--- src/design/frontend_pkg.sv ---
`default_nettype none

package frontend_pkg;

  // width of a register, an address and an instruction word in RV32I
  localparam int unsigned xlen = 32;

  // program-order number attached to every fetched instruction
  // 64 bits is wide enough that it never wraps in practice
  localparam int unsigned order_width = 64;

  // coarse opcode class produced by the decoder
  // the back end uses it to pick a functional unit and an immediate format
  typedef enum logic [3:0] {
    // U-type, load upper immediate
    op_lui     = 4'd0,
    // U-type, add upper immediate to pc
    op_auipc   = 4'd1,
    // J-type, jump and link
    op_jal     = 4'd2,
    // I-type, jump and link through a register
    op_jalr    = 4'd3,
    // B-type, conditional branches
    op_branch  = 4'd4,
    // I-type loads
    op_load    = 4'd5,
    // S-type stores
    op_store   = 4'd6,
    // I-type register-immediate arithmetic
    op_imm     = 4'd7,
    // R-type register-register arithmetic
    op_reg     = 4'd8,
    // anything the front end does not recognise
    op_illegal = 4'd9
  } opclass_e;

  // phase of a four-phase req/ack handshake seen from the requester side
  // the same encoding serves the memory link and the issue link
  typedef enum logic [1:0] {
    // req low and ack low, free to start a new transfer
    hs_idle         = 2'd0,
    // req high, waiting for the responder to raise ack
    hs_wait_ack     = 2'd1,
    // req dropped again, waiting for ack to return low
    hs_wait_release = 2'd2
  } hs_state_e;

endpackage

`default_nettype wire

--- src/design/fetch_ctrl.sv ---
`default_nettype none

module fetch_ctrl #(
  // address of the very first fetch after reset, must be word aligned
  parameter logic [frontend_pkg::xlen-1:0] reset_pc = '0
) (
  input  logic                                 clk,
  input  logic                                 rst,

  // instruction memory link, this block is the requester
  output logic                                 imem_req,
  output logic [frontend_pkg::xlen-1:0]        imem_addr,
  input  logic                                 imem_ack,
  input  logic [frontend_pkg::xlen-1:0]        imem_rdata,

  // issue link toward the back end, this block is the requester
  output logic                                 issue_req,
  input  logic                                 issue_ack,

  // write side of the instruction queue
  output logic                                 push,
  output logic [frontend_pkg::xlen-1:0]        push_word,
  output logic [frontend_pkg::xlen-1:0]        push_pc,
  output logic [frontend_pkg::order_width-1:0] push_order,

  // read side of the instruction queue
  output logic                                 pop,
  input  logic                                 full,
  input  logic                                 head_valid
);

  // handshake phase of each link
  frontend_pkg::hs_state_e fetch_state;
  frontend_pkg::hs_state_e issue_state;

  // address of the next word to fetch and its program-order number
  logic [frontend_pkg::xlen-1:0]        fetch_pc;
  logic [frontend_pkg::order_width-1:0] fetch_order;

  // req is high exactly while the machine waits for ack
  // since the state is a register, req changes only on clock edges
  assign imem_req  = (fetch_state == frontend_pkg::hs_wait_ack);
  assign issue_req = (issue_state == frontend_pkg::hs_wait_ack);

  // the address is held in fetch_pc and only moves after the ack,
  // so it stays stable for the whole time req is high
  assign imem_addr = fetch_pc;

  // the returned word goes into the queue on the edge that sees the ack
  assign push       = (fetch_state == frontend_pkg::hs_wait_ack) && imem_ack;
  assign push_word  = imem_rdata;
  assign push_pc    = fetch_pc;
  assign push_order = fetch_order;

  // the head leaves the queue on the edge that first sees issue_ack
  assign pop = (issue_state == frontend_pkg::hs_wait_ack) && issue_ack;

  // fetch side sequencing
  // only one fetch is ever outstanding, so a not-full check in idle
  // still holds when the data arrives
  always_ff @(posedge clk) begin
    if (rst) begin
      fetch_state <= frontend_pkg::hs_idle;
      fetch_pc    <= reset_pc;
      fetch_order <= '0;
    end else begin
      case (fetch_state)
        frontend_pkg::hs_idle: begin
          // a full queue keeps the request low until a slot frees up
          if (!full) begin
            fetch_state <= frontend_pkg::hs_wait_ack;
          end
        end
        frontend_pkg::hs_wait_ack: begin
          if (imem_ack) begin
            // the word is pushed on this edge, step to the next one
            fetch_state <= frontend_pkg::hs_wait_release;
            fetch_pc    <= fetch_pc + frontend_pkg::xlen'(4);
            fetch_order <= fetch_order + 1'b1;
          end
        end
        frontend_pkg::hs_wait_release: begin
          // a new request may only start once the memory drops ack
          if (!imem_ack) begin
            fetch_state <= frontend_pkg::hs_idle;
          end
        end
        default: begin
          fetch_state <= frontend_pkg::hs_idle;
        end
      endcase
    end
  end

  // issue side sequencing
  // a word pushed on one edge is seen valid in idle on the next edge,
  // so it always sits in the queue for at least one cycle
  always_ff @(posedge clk) begin
    if (rst) begin
      issue_state <= frontend_pkg::hs_idle;
    end else begin
      case (issue_state)
        frontend_pkg::hs_idle: begin
          if (head_valid) begin
            issue_state <= frontend_pkg::hs_wait_ack;
          end
        end
        frontend_pkg::hs_wait_ack: begin
          // pop happens on this same edge through the pop output
          if (issue_ack) begin
            issue_state <= frontend_pkg::hs_wait_release;
          end
        end
        frontend_pkg::hs_wait_release: begin
          if (!issue_ack) begin
            issue_state <= frontend_pkg::hs_idle;
          end
        end
        default: begin
          issue_state <= frontend_pkg::hs_idle;
        end
      endcase
    end
  end

endmodule

`default_nettype wire

--- src/design/instruction_queue.sv ---
`default_nettype none

module instruction_queue #(
  // log2 of the number of slots, one or more
  parameter int unsigned queue_depth_log2 = 2
) (
  input  logic                                 clk,
  input  logic                                 rst,

  // write side, only asserted while full is low
  input  logic                                 push,
  input  logic [frontend_pkg::xlen-1:0]        push_word,
  input  logic [frontend_pkg::xlen-1:0]        push_pc,
  input  logic [frontend_pkg::order_width-1:0] push_order,

  // read side, only asserted while head_valid is high
  input  logic                                 pop,

  output logic                                 full,
  output logic                                 head_valid,
  output logic [frontend_pkg::xlen-1:0]        head_word,
  output logic [frontend_pkg::xlen-1:0]        head_pc,
  output logic [frontend_pkg::order_width-1:0] head_order
);

  localparam int unsigned depth = 2 ** queue_depth_log2;

  // ring pointers wrap naturally because depth is a power of two
  logic [queue_depth_log2-1:0] wr_ptr;
  logic [queue_depth_log2-1:0] rd_ptr;

  // one occupancy bit per slot
  logic [depth-1:0] slot_valid;

  // payload storage
  logic [frontend_pkg::xlen-1:0]        word_mem  [depth];
  logic [frontend_pkg::xlen-1:0]        pc_mem    [depth];
  logic [frontend_pkg::order_width-1:0] order_mem [depth];

  // the slot we would write next is still occupied when the ring is full
  assign full       = slot_valid[wr_ptr];
  assign head_valid = slot_valid[rd_ptr];

  // head is read combinationally so decode sees it in the same cycle
  assign head_word  = word_mem[rd_ptr];
  assign head_pc    = pc_mem[rd_ptr];
  assign head_order = order_mem[rd_ptr];

  // pointers and occupancy
  // push and pop never touch the same slot in one cycle since push needs
  // a free slot at wr_ptr and pop needs an occupied one at rd_ptr
  always_ff @(posedge clk) begin
    if (rst) begin
      wr_ptr     <= '0;
      rd_ptr     <= '0;
      slot_valid <= '0;
    end else begin
      if (pop) begin
        slot_valid[rd_ptr] <= 1'b0;
        rd_ptr             <= rd_ptr + 1'b1;
      end
      if (push) begin
        slot_valid[wr_ptr] <= 1'b1;
        wr_ptr             <= wr_ptr + 1'b1;
      end
    end
  end

  // payload written on the push edge
  always_ff @(posedge clk) begin
    if (push) begin
      word_mem[wr_ptr]  <= push_word;
      pc_mem[wr_ptr]    <= push_pc;
      order_mem[wr_ptr] <= push_order;
    end
  end

endmodule

`default_nettype wire

--- src/design/instr_decode.sv ---
`default_nettype none

module instr_decode (
  input  logic [frontend_pkg::xlen-1:0] word,
  output frontend_pkg::opclass_e        opclass,
  output logic [2:0]                    funct3,
  output logic [6:0]                    funct7,
  output logic [4:0]                    rs1,
  output logic [4:0]                    rs2,
  output logic [4:0]                    rd,
  output logic [frontend_pkg::xlen-1:0] imm
);

  // major opcodes of the RV32I base set, bits [6:0]
  localparam logic [6:0] opc_lui    = 7'b0110111;
  localparam logic [6:0] opc_auipc  = 7'b0010111;
  localparam logic [6:0] opc_jal    = 7'b1101111;
  localparam logic [6:0] opc_jalr   = 7'b1100111;
  localparam logic [6:0] opc_branch = 7'b1100011;
  localparam logic [6:0] opc_load   = 7'b0000011;
  localparam logic [6:0] opc_store  = 7'b0100011;
  localparam logic [6:0] opc_imm    = 7'b0010011;
  localparam logic [6:0] opc_reg    = 7'b0110011;

  // candidate immediates, one per instruction format
  logic [frontend_pkg::xlen-1:0] imm_i;
  logic [frontend_pkg::xlen-1:0] imm_s;
  logic [frontend_pkg::xlen-1:0] imm_b;
  logic [frontend_pkg::xlen-1:0] imm_u;
  logic [frontend_pkg::xlen-1:0] imm_j;

  // register and function fields sit at fixed positions in every format,
  // so they are passed out raw and the back end ignores what it does not need
  assign funct3 = word[14:12];
  assign funct7 = word[31:25];
  assign rs1    = word[19:15];
  assign rs2    = word[24:20];
  assign rd     = word[11:7];

  // bit 31 is the sign bit in all formats
  assign imm_i = {{20{word[31]}}, word[31:20]};
  assign imm_s = {{20{word[31]}}, word[31:25], word[11:7]};
  // branch and jump offsets are multiples of two, bit 0 is implied
  assign imm_b = {{19{word[31]}}, word[31], word[7], word[30:25], word[11:8], 1'b0};
  assign imm_u = {word[31:12], 12'b0};
  assign imm_j = {{11{word[31]}}, word[31], word[19:12], word[20], word[30:21], 1'b0};

  // classify the major opcode
  always_comb begin
    case (word[6:0])
      opc_lui:    opclass = frontend_pkg::op_lui;
      opc_auipc:  opclass = frontend_pkg::op_auipc;
      opc_jal:    opclass = frontend_pkg::op_jal;
      opc_jalr:   opclass = frontend_pkg::op_jalr;
      opc_branch: opclass = frontend_pkg::op_branch;
      opc_load:   opclass = frontend_pkg::op_load;
      opc_store:  opclass = frontend_pkg::op_store;
      opc_imm:    opclass = frontend_pkg::op_imm;
      opc_reg:    opclass = frontend_pkg::op_reg;
      default:    opclass = frontend_pkg::op_illegal;
    endcase
  end

  // pick the immediate that belongs to the class
  // register ops and illegal words carry no immediate at all
  always_comb begin
    case (opclass)
      frontend_pkg::op_jalr,
      frontend_pkg::op_load,
      frontend_pkg::op_imm:    imm = imm_i;
      frontend_pkg::op_store:  imm = imm_s;
      frontend_pkg::op_branch: imm = imm_b;
      frontend_pkg::op_lui,
      frontend_pkg::op_auipc:  imm = imm_u;
      frontend_pkg::op_jal:    imm = imm_j;
      default:                 imm = '0;
    endcase
  end

endmodule

`default_nettype wire

--- src/design/frontend_top.sv ---
`default_nettype none

module frontend_top #(
  parameter int unsigned                   queue_depth_log2 = 2,
  parameter logic [frontend_pkg::xlen-1:0] reset_pc         = '0
) (
  input  logic                                 clk,
  input  logic                                 rst,

  // instruction memory link
  output logic                                 imem_req,
  output logic [frontend_pkg::xlen-1:0]        imem_addr,
  input  logic                                 imem_ack,
  input  logic [frontend_pkg::xlen-1:0]        imem_rdata,

  // issue link to the back end
  output logic                                 issue_req,
  input  logic                                 issue_ack,
  output logic [frontend_pkg::xlen-1:0]        issue_pc,
  output logic [frontend_pkg::order_width-1:0] issue_order,
  output frontend_pkg::opclass_e               issue_opclass,
  output logic [2:0]                           issue_funct3,
  output logic [6:0]                           issue_funct7,
  output logic [4:0]                           issue_rs1,
  output logic [4:0]                           issue_rs2,
  output logic [4:0]                           issue_rd,
  output logic [frontend_pkg::xlen-1:0]        issue_imm
);

  // queue write side
  logic                                 push;
  logic [frontend_pkg::xlen-1:0]        push_word;
  logic [frontend_pkg::xlen-1:0]        push_pc;
  logic [frontend_pkg::order_width-1:0] push_order;

  // queue read side and status
  logic                                 pop;
  logic                                 full;
  logic                                 head_valid;
  logic [frontend_pkg::xlen-1:0]        head_word;

  // sequencing of both handshakes, pc and order counters
  fetch_ctrl #(
    .reset_pc (reset_pc)
  ) u_fetch_ctrl (
    .clk        (clk),
    .rst        (rst),
    .imem_req   (imem_req),
    .imem_addr  (imem_addr),
    .imem_ack   (imem_ack),
    .imem_rdata (imem_rdata),
    .issue_req  (issue_req),
    .issue_ack  (issue_ack),
    .push       (push),
    .push_word  (push_word),
    .push_pc    (push_pc),
    .push_order (push_order),
    .pop        (pop),
    .full       (full),
    .head_valid (head_valid)
  );

  // pc and order of the head go straight out with the decoded fields
  instruction_queue #(
    .queue_depth_log2 (queue_depth_log2)
  ) u_instruction_queue (
    .clk        (clk),
    .rst        (rst),
    .push       (push),
    .push_word  (push_word),
    .push_pc    (push_pc),
    .push_order (push_order),
    .pop        (pop),
    .full       (full),
    .head_valid (head_valid),
    .head_word  (head_word),
    .head_pc    (issue_pc),
    .head_order (issue_order)
  );

  // zero-latency decode of the word at the queue head
  instr_decode u_instr_decode (
    .word    (head_word),
    .opclass (issue_opclass),
    .funct3  (issue_funct3),
    .funct7  (issue_funct7),
    .rs1     (issue_rs1),
    .rs2     (issue_rs2),
    .rd      (issue_rd),
    .imm     (issue_imm)
  );

endmodule

`default_nettype wire

--- config.mk ---
export PLATFORM = sky130hd
export DESIGN_NAME = frontend_top
export DESIGN_NICKNAME = d
export VERILOG_FILES = /design/src/design/frontend_pkg.sv /design/src/design/fetch_ctrl.sv /design/src/design/instruction_queue.sv /design/src/design/instr_decode.sv /design/src/design/frontend_top.sv
export SDC_FILE = /design/constraint.sdc
export NUM_CORES = 1
export LEC_CHECK = 0
export BUFFER_PORTS_ARGS = -buffer_cell sky130_fd_sc_hd__buf_4
export CAP_MARGIN = 20
export CORE_UTILIZATION = 54
export CTS_CLUSTER_SIZE = 14
export DETAILED_ROUTE_END_ITERATION = 12
export PLACE_DENSITY = 0.73
export SETUP_SLACK_MARGIN = 0.15
export SLEW_MARGIN = 20
export SYNTH_ARGS = -nofsm -noshare
export SYNTH_HDL_FRONTEND = slang
export SYNTH_HIERARCHICAL = 1
export SYNTH_SLANG_ARGS = --single-unit
--- constraint.sdc ---
create_clock -name clk -period 14.45 [get_ports clk]
set_clock_uncertainty 0.2 [all_clocks]
set_input_delay 0.7225 -clock clk [delete_from_list [all_inputs] [get_ports clk]]
set_output_delay 0.7225 -clock clk [all_outputs]
set_load 0.005 [all_outputs]
==> summary.md <==
| Metric | Value |
|---|---|
| Post-Route WL | `50.0 mm` |
| CTS tree | `built` |
| Highest routed layer | `met5` |
| Gp weighted congestion | `0.850` |
| First-pass GRT wire length | `77.0 mm` |
| Die W | `218 µm` |
| Final Setup Violations | `0` |
| Hold_ws | `122 ps` |
| Initial Util | `55.1%` |
| CP Data Required Time | `13530 ps` |
| Fill cells | `3270` |
| Hold path depth | `2` |
| Fraction of power consumed by the clock network | `40.6%` |
| Final period util | `36.4%` |
| Residual DRC | `0` |
| # IOs | `227` |
| Clock Root Buffer | `clkbuf_16` |
| Post-CTS setup buffer count | `0` |
| Min setup slack post-route | `9190 ps` |
| Detailed-route vias per instance | `5.88` |
| Critical Path Slowest Stage Cell | `a32oi_2` |
| Cts bufs inserted | `59` |
| R2R depth | `4` |
| Clk slew on worst S/H paths | `60 ps` |
| EDFF count, synth | `512` |
| Initial antenna violation count | `1` |
| Routed length on met1 | `20.8 mm` |
| Critical path cell sequence | `buf_12, mux4_2, and4b_1, a32oi_2, o21ai_0, buf_4` |
| Synth Flop Type | `edfxtp_1` |
| DR iter-0 viols | `1225` |
| Via count | `13331` |
| Max-cap violation count | `0` |
| Sequential share of power | `53.8%` |
| Layout cells sized above 1 | `29.2%` |
| Die area | `47500 µm²` |
| Final HPWL DP | `30.1 mm` |
| Headroom to the max-slew limit | `32.5%` |
| Syn Std Cell Area | `25200 µm²` |
| End-of-flow core utilization | `62.3%` |
| Leakage | `9.45 nW` |
| Combinational power share | `5.6%` |
| Final Critical Period | `5260 ps` |
| Sinks on Clock Net | `620` |
| Routed Antenna Nets | `0` |
| Max VDD drop | `0.0814 mV` |
| Most frequent cells after synthesis | `512 x edfxtp_1, 130 x mux4_2, 108 x dfxtp_1` |
| Syn avg cell area | `17.1 µm²` |
| Die Height | `218 µm` |
| Setup TNS | `0 ps` |
| Top-count cell post-synth | `edfxtp_1` |
| Levels on crit path | `6` |
| RSZ-0062 raised after global routing | `false` |
| Largest net degree at the start of global routing | `109` |
| Per-cell routed wire length | `22.0 µm` |
| Final max-slew violation count | `0` |
| Launching element type of the critical path | `register` |
| Design Area, Final | `28500 µm²` |
| Fmax | `190 MHz` |
| Maximum buffer depth of the clock tree | `3` |
| Post-synthesis sequential area ratio | `69.6%` |
| Arrival @ worst endpoint | `4340 ps` |
| Synth area leader | `edfxtp_1` |
| Nets | `1666` |
| Internal Power | `2.92 mW` |
| Max FO, Critical Path | `96` |
| Post-CTS Hold Buffers | `0` |
| Mapped Cells | `1476` |
| Placed cell count | `2159` |
| Top cell type's share of synthesized area | `61.1%` |
| Placed inst area | `26600 µm²` |
| Worst Tran Pin Value | `1010 ps` |
| Vias in the first global route | `13295` |
| Sw Share | `20.5%` |
| Clk Latency, worst-skew pair | `610 ps` |
| Register bit total from synthesis | `620` |
| Status | `completed` |
| R2R Setup Slk | `10590 ps` |
| CP delay by family, top | `compound AO/OA/AOI/OAI gates` |
| Sw Pwr | `0.751 mW` |
| # H-tree levels | `2` |
| Wire length on met3 | `2.99 mm` |
| # resized after CTS | `0` |
| Critical Path End Type | `output pin` |
| Cell Pwr Density | `129 nW/µm²` |
| First-pass detailed-route iteration total | `7` |
| Max incr delay on CP | `790 ps` |
| Final Instance Count excl. Fillers | `2269` |
| Final Hold Violating Endpoints | `0` |
| Class of the worst hold path | `primary input to register` |
| Core area | `45700 µm²` |
| Count of cell types in the netlist | `59` |
| Pre-CTS setup slack | `9660 ps` |
| Rows | `78` |
| Met2 wire length | `25.2 mm` |
| Synth warnings | `6` |
| Global Route Usage Sum | `21.4%` |
| Port buffer count | `224` |
| Overall power | `3.67 mW` |
| Kind of critical path | `register to output pin` |
| P&R area growth vs syn | `13.1%` |
| GRT overflow | `0` |
| Asr flop ratio synth | `0%` |
| Antenna diodes | `0` |
| CP bufs+invs | `2` |
| Top cells by area, synth | `edfxtp_1 61%, mux4_2 12%, dfxtp_1 8.6%, buf_4 2.7%, nor2_1 1.3%` |
-- layer usage --
metal,up-vias,global-route usage [%]
li1,5968,-
met1,6863,28.5
met2,429,36.1
met4,2,5.78
met5,-,0
met3,69,4.20
-- flip-flops by register name, summed over array words and instances (netlist names), named ones only --
| name | flops |
|---|---|
| u_instruction_queue/slot_valid | 4 |
| u_fetch_ctrl/fetch_state | 2 |
| u_instruction_queue/pc_mem | 128 |
| u_instruction_queue/order_mem | 256 |
| u_instruction_queue/rd_ptr | 2 |
| u_fetch_ctrl/issue_state | 2 |
| u_fetch_ctrl/imem_addr | 30 |
| u_fetch_ctrl/push_order | 64 |
| u_instruction_queue/word_mem | 128 |
| u_instruction_queue/wr_ptr | 2 |
-- cells by family (layout without fill, tap and decap cells) --
| logic type | Yosys count | count (layout) | synth area share (%) |
|---|---|---|---|
| AND/OR/NAND/NOR | 353 | 353 | 7.86 |
| other | 1 | 4 | 0.0149 |
| XOR/XNOR | 65 | 65 | 2.26 |
| multiplexers | 134 | 134 | 11.8 |
| buffers and inverters | 176 | 366 | 5.02 |
| AO/OA/AOI/OAI | 117 | 117 | 2.91 |
| adder cells (fa/ha/maj) | 10 | 10 | 0.497 |
| flip-flops | 620 | 620 | 69.6 |
-- power groups by stage --
stage	clock network (mW)	logic, mW	registers (mW)
final	1.49	0.207	1.97
after global routing	1.59	0.222	1.98
after CTS	1.52	0.210	1.97
after detailed placement	0	0.210	2.01
after global placement	0	0.207	2.01
after floorplan	0	0.140	2.01
-- worst paths after layout --
check | from | end
worst min-delay path | issue_ack | u_fetch_ctrl/issue_state[0]$_SDFFE_PP0P_
worst max-delay path | register | issue_imm[28]
worst max register to register | u_fetch_ctrl/fetch_state[1]$_SDFFE_PP0P_ | u_instruction_queue/word_mem[0][31]$_DFFE_PP_
worst min register to register | u_fetch_ctrl/issue_state[1]$_SDFFE_PP0P_ | u_fetch_ctrl/issue_state[0]$_SDFFE_PP0P_
-- cell usage in the layout (no fill, tap or decap), types with 4 or more instances in the layout --
cell | synthesis | layout
edfxtp_1 | 512 | 512
nor4_1 | 14 | 14
nand4_2 | 5 | 5
nand2_1 | 48 | 48
dfxtp_1 | 108 | 106
o211ai_1 | 9 | 9
nor2b_1 | 7 | 7
clkbuf_8 | 0 | 5
o21ai_0 | 41 | 41
a21oi_1 | 37 | 37
and4_1 | 5 | 5
a21boi_0 | 4 | 4
ha_1 | 10 | 10
nand4_1 | 36 | 36
and2b_1 | 6 | 6
and2_4 | 0 | 4
o21ba_2 | 4 | 4
xnor2_1 | 37 | 37
bufinv_16 | 0 | 4
clkbuf_16 | 0 | 60
inv_1 | 22 | 22
xor2_1 | 28 | 28
clkbuf_1 | 15 | 13
o31ai_1 | 10 | 10
or3_1 | 30 | 30
mux4_2 | 130 | 130
and2_1 | 12 | 8
a22o_1 | 4 | 4
nor3_1 | 18 | 18
buf_4 | 91 | 231
clkinv_2 | 0 | 16
nor2_1 | 90 | 90
conb_1 | 1 | 4
nor3b_1 | 5 | 4
clkinv_1 | 0 | 8
and3_1 | 8 | 8
nand3_1 | 42 | 42
-- cell type report --
| cell class | instances | area [µm²] | area share [%] |
|---|---|---|---|
| Sequential cell | 620 | 17500 | 61.6 |
| Timing Repair Buffer | 234 | 1790 | 6.30 |
| Inverter | 22 | 82.6 | 0.290 |
| Tap cell | 600 | 751 | 2.64 |
| Clock buffer | 78 | 1620 | 5.69 |
| Clock inverter | 32 | 270 | 0.949 |
| Multi-Input combinational cell | 683 | 6410 | 22.5 |
(Power assumes the default switching activity.)
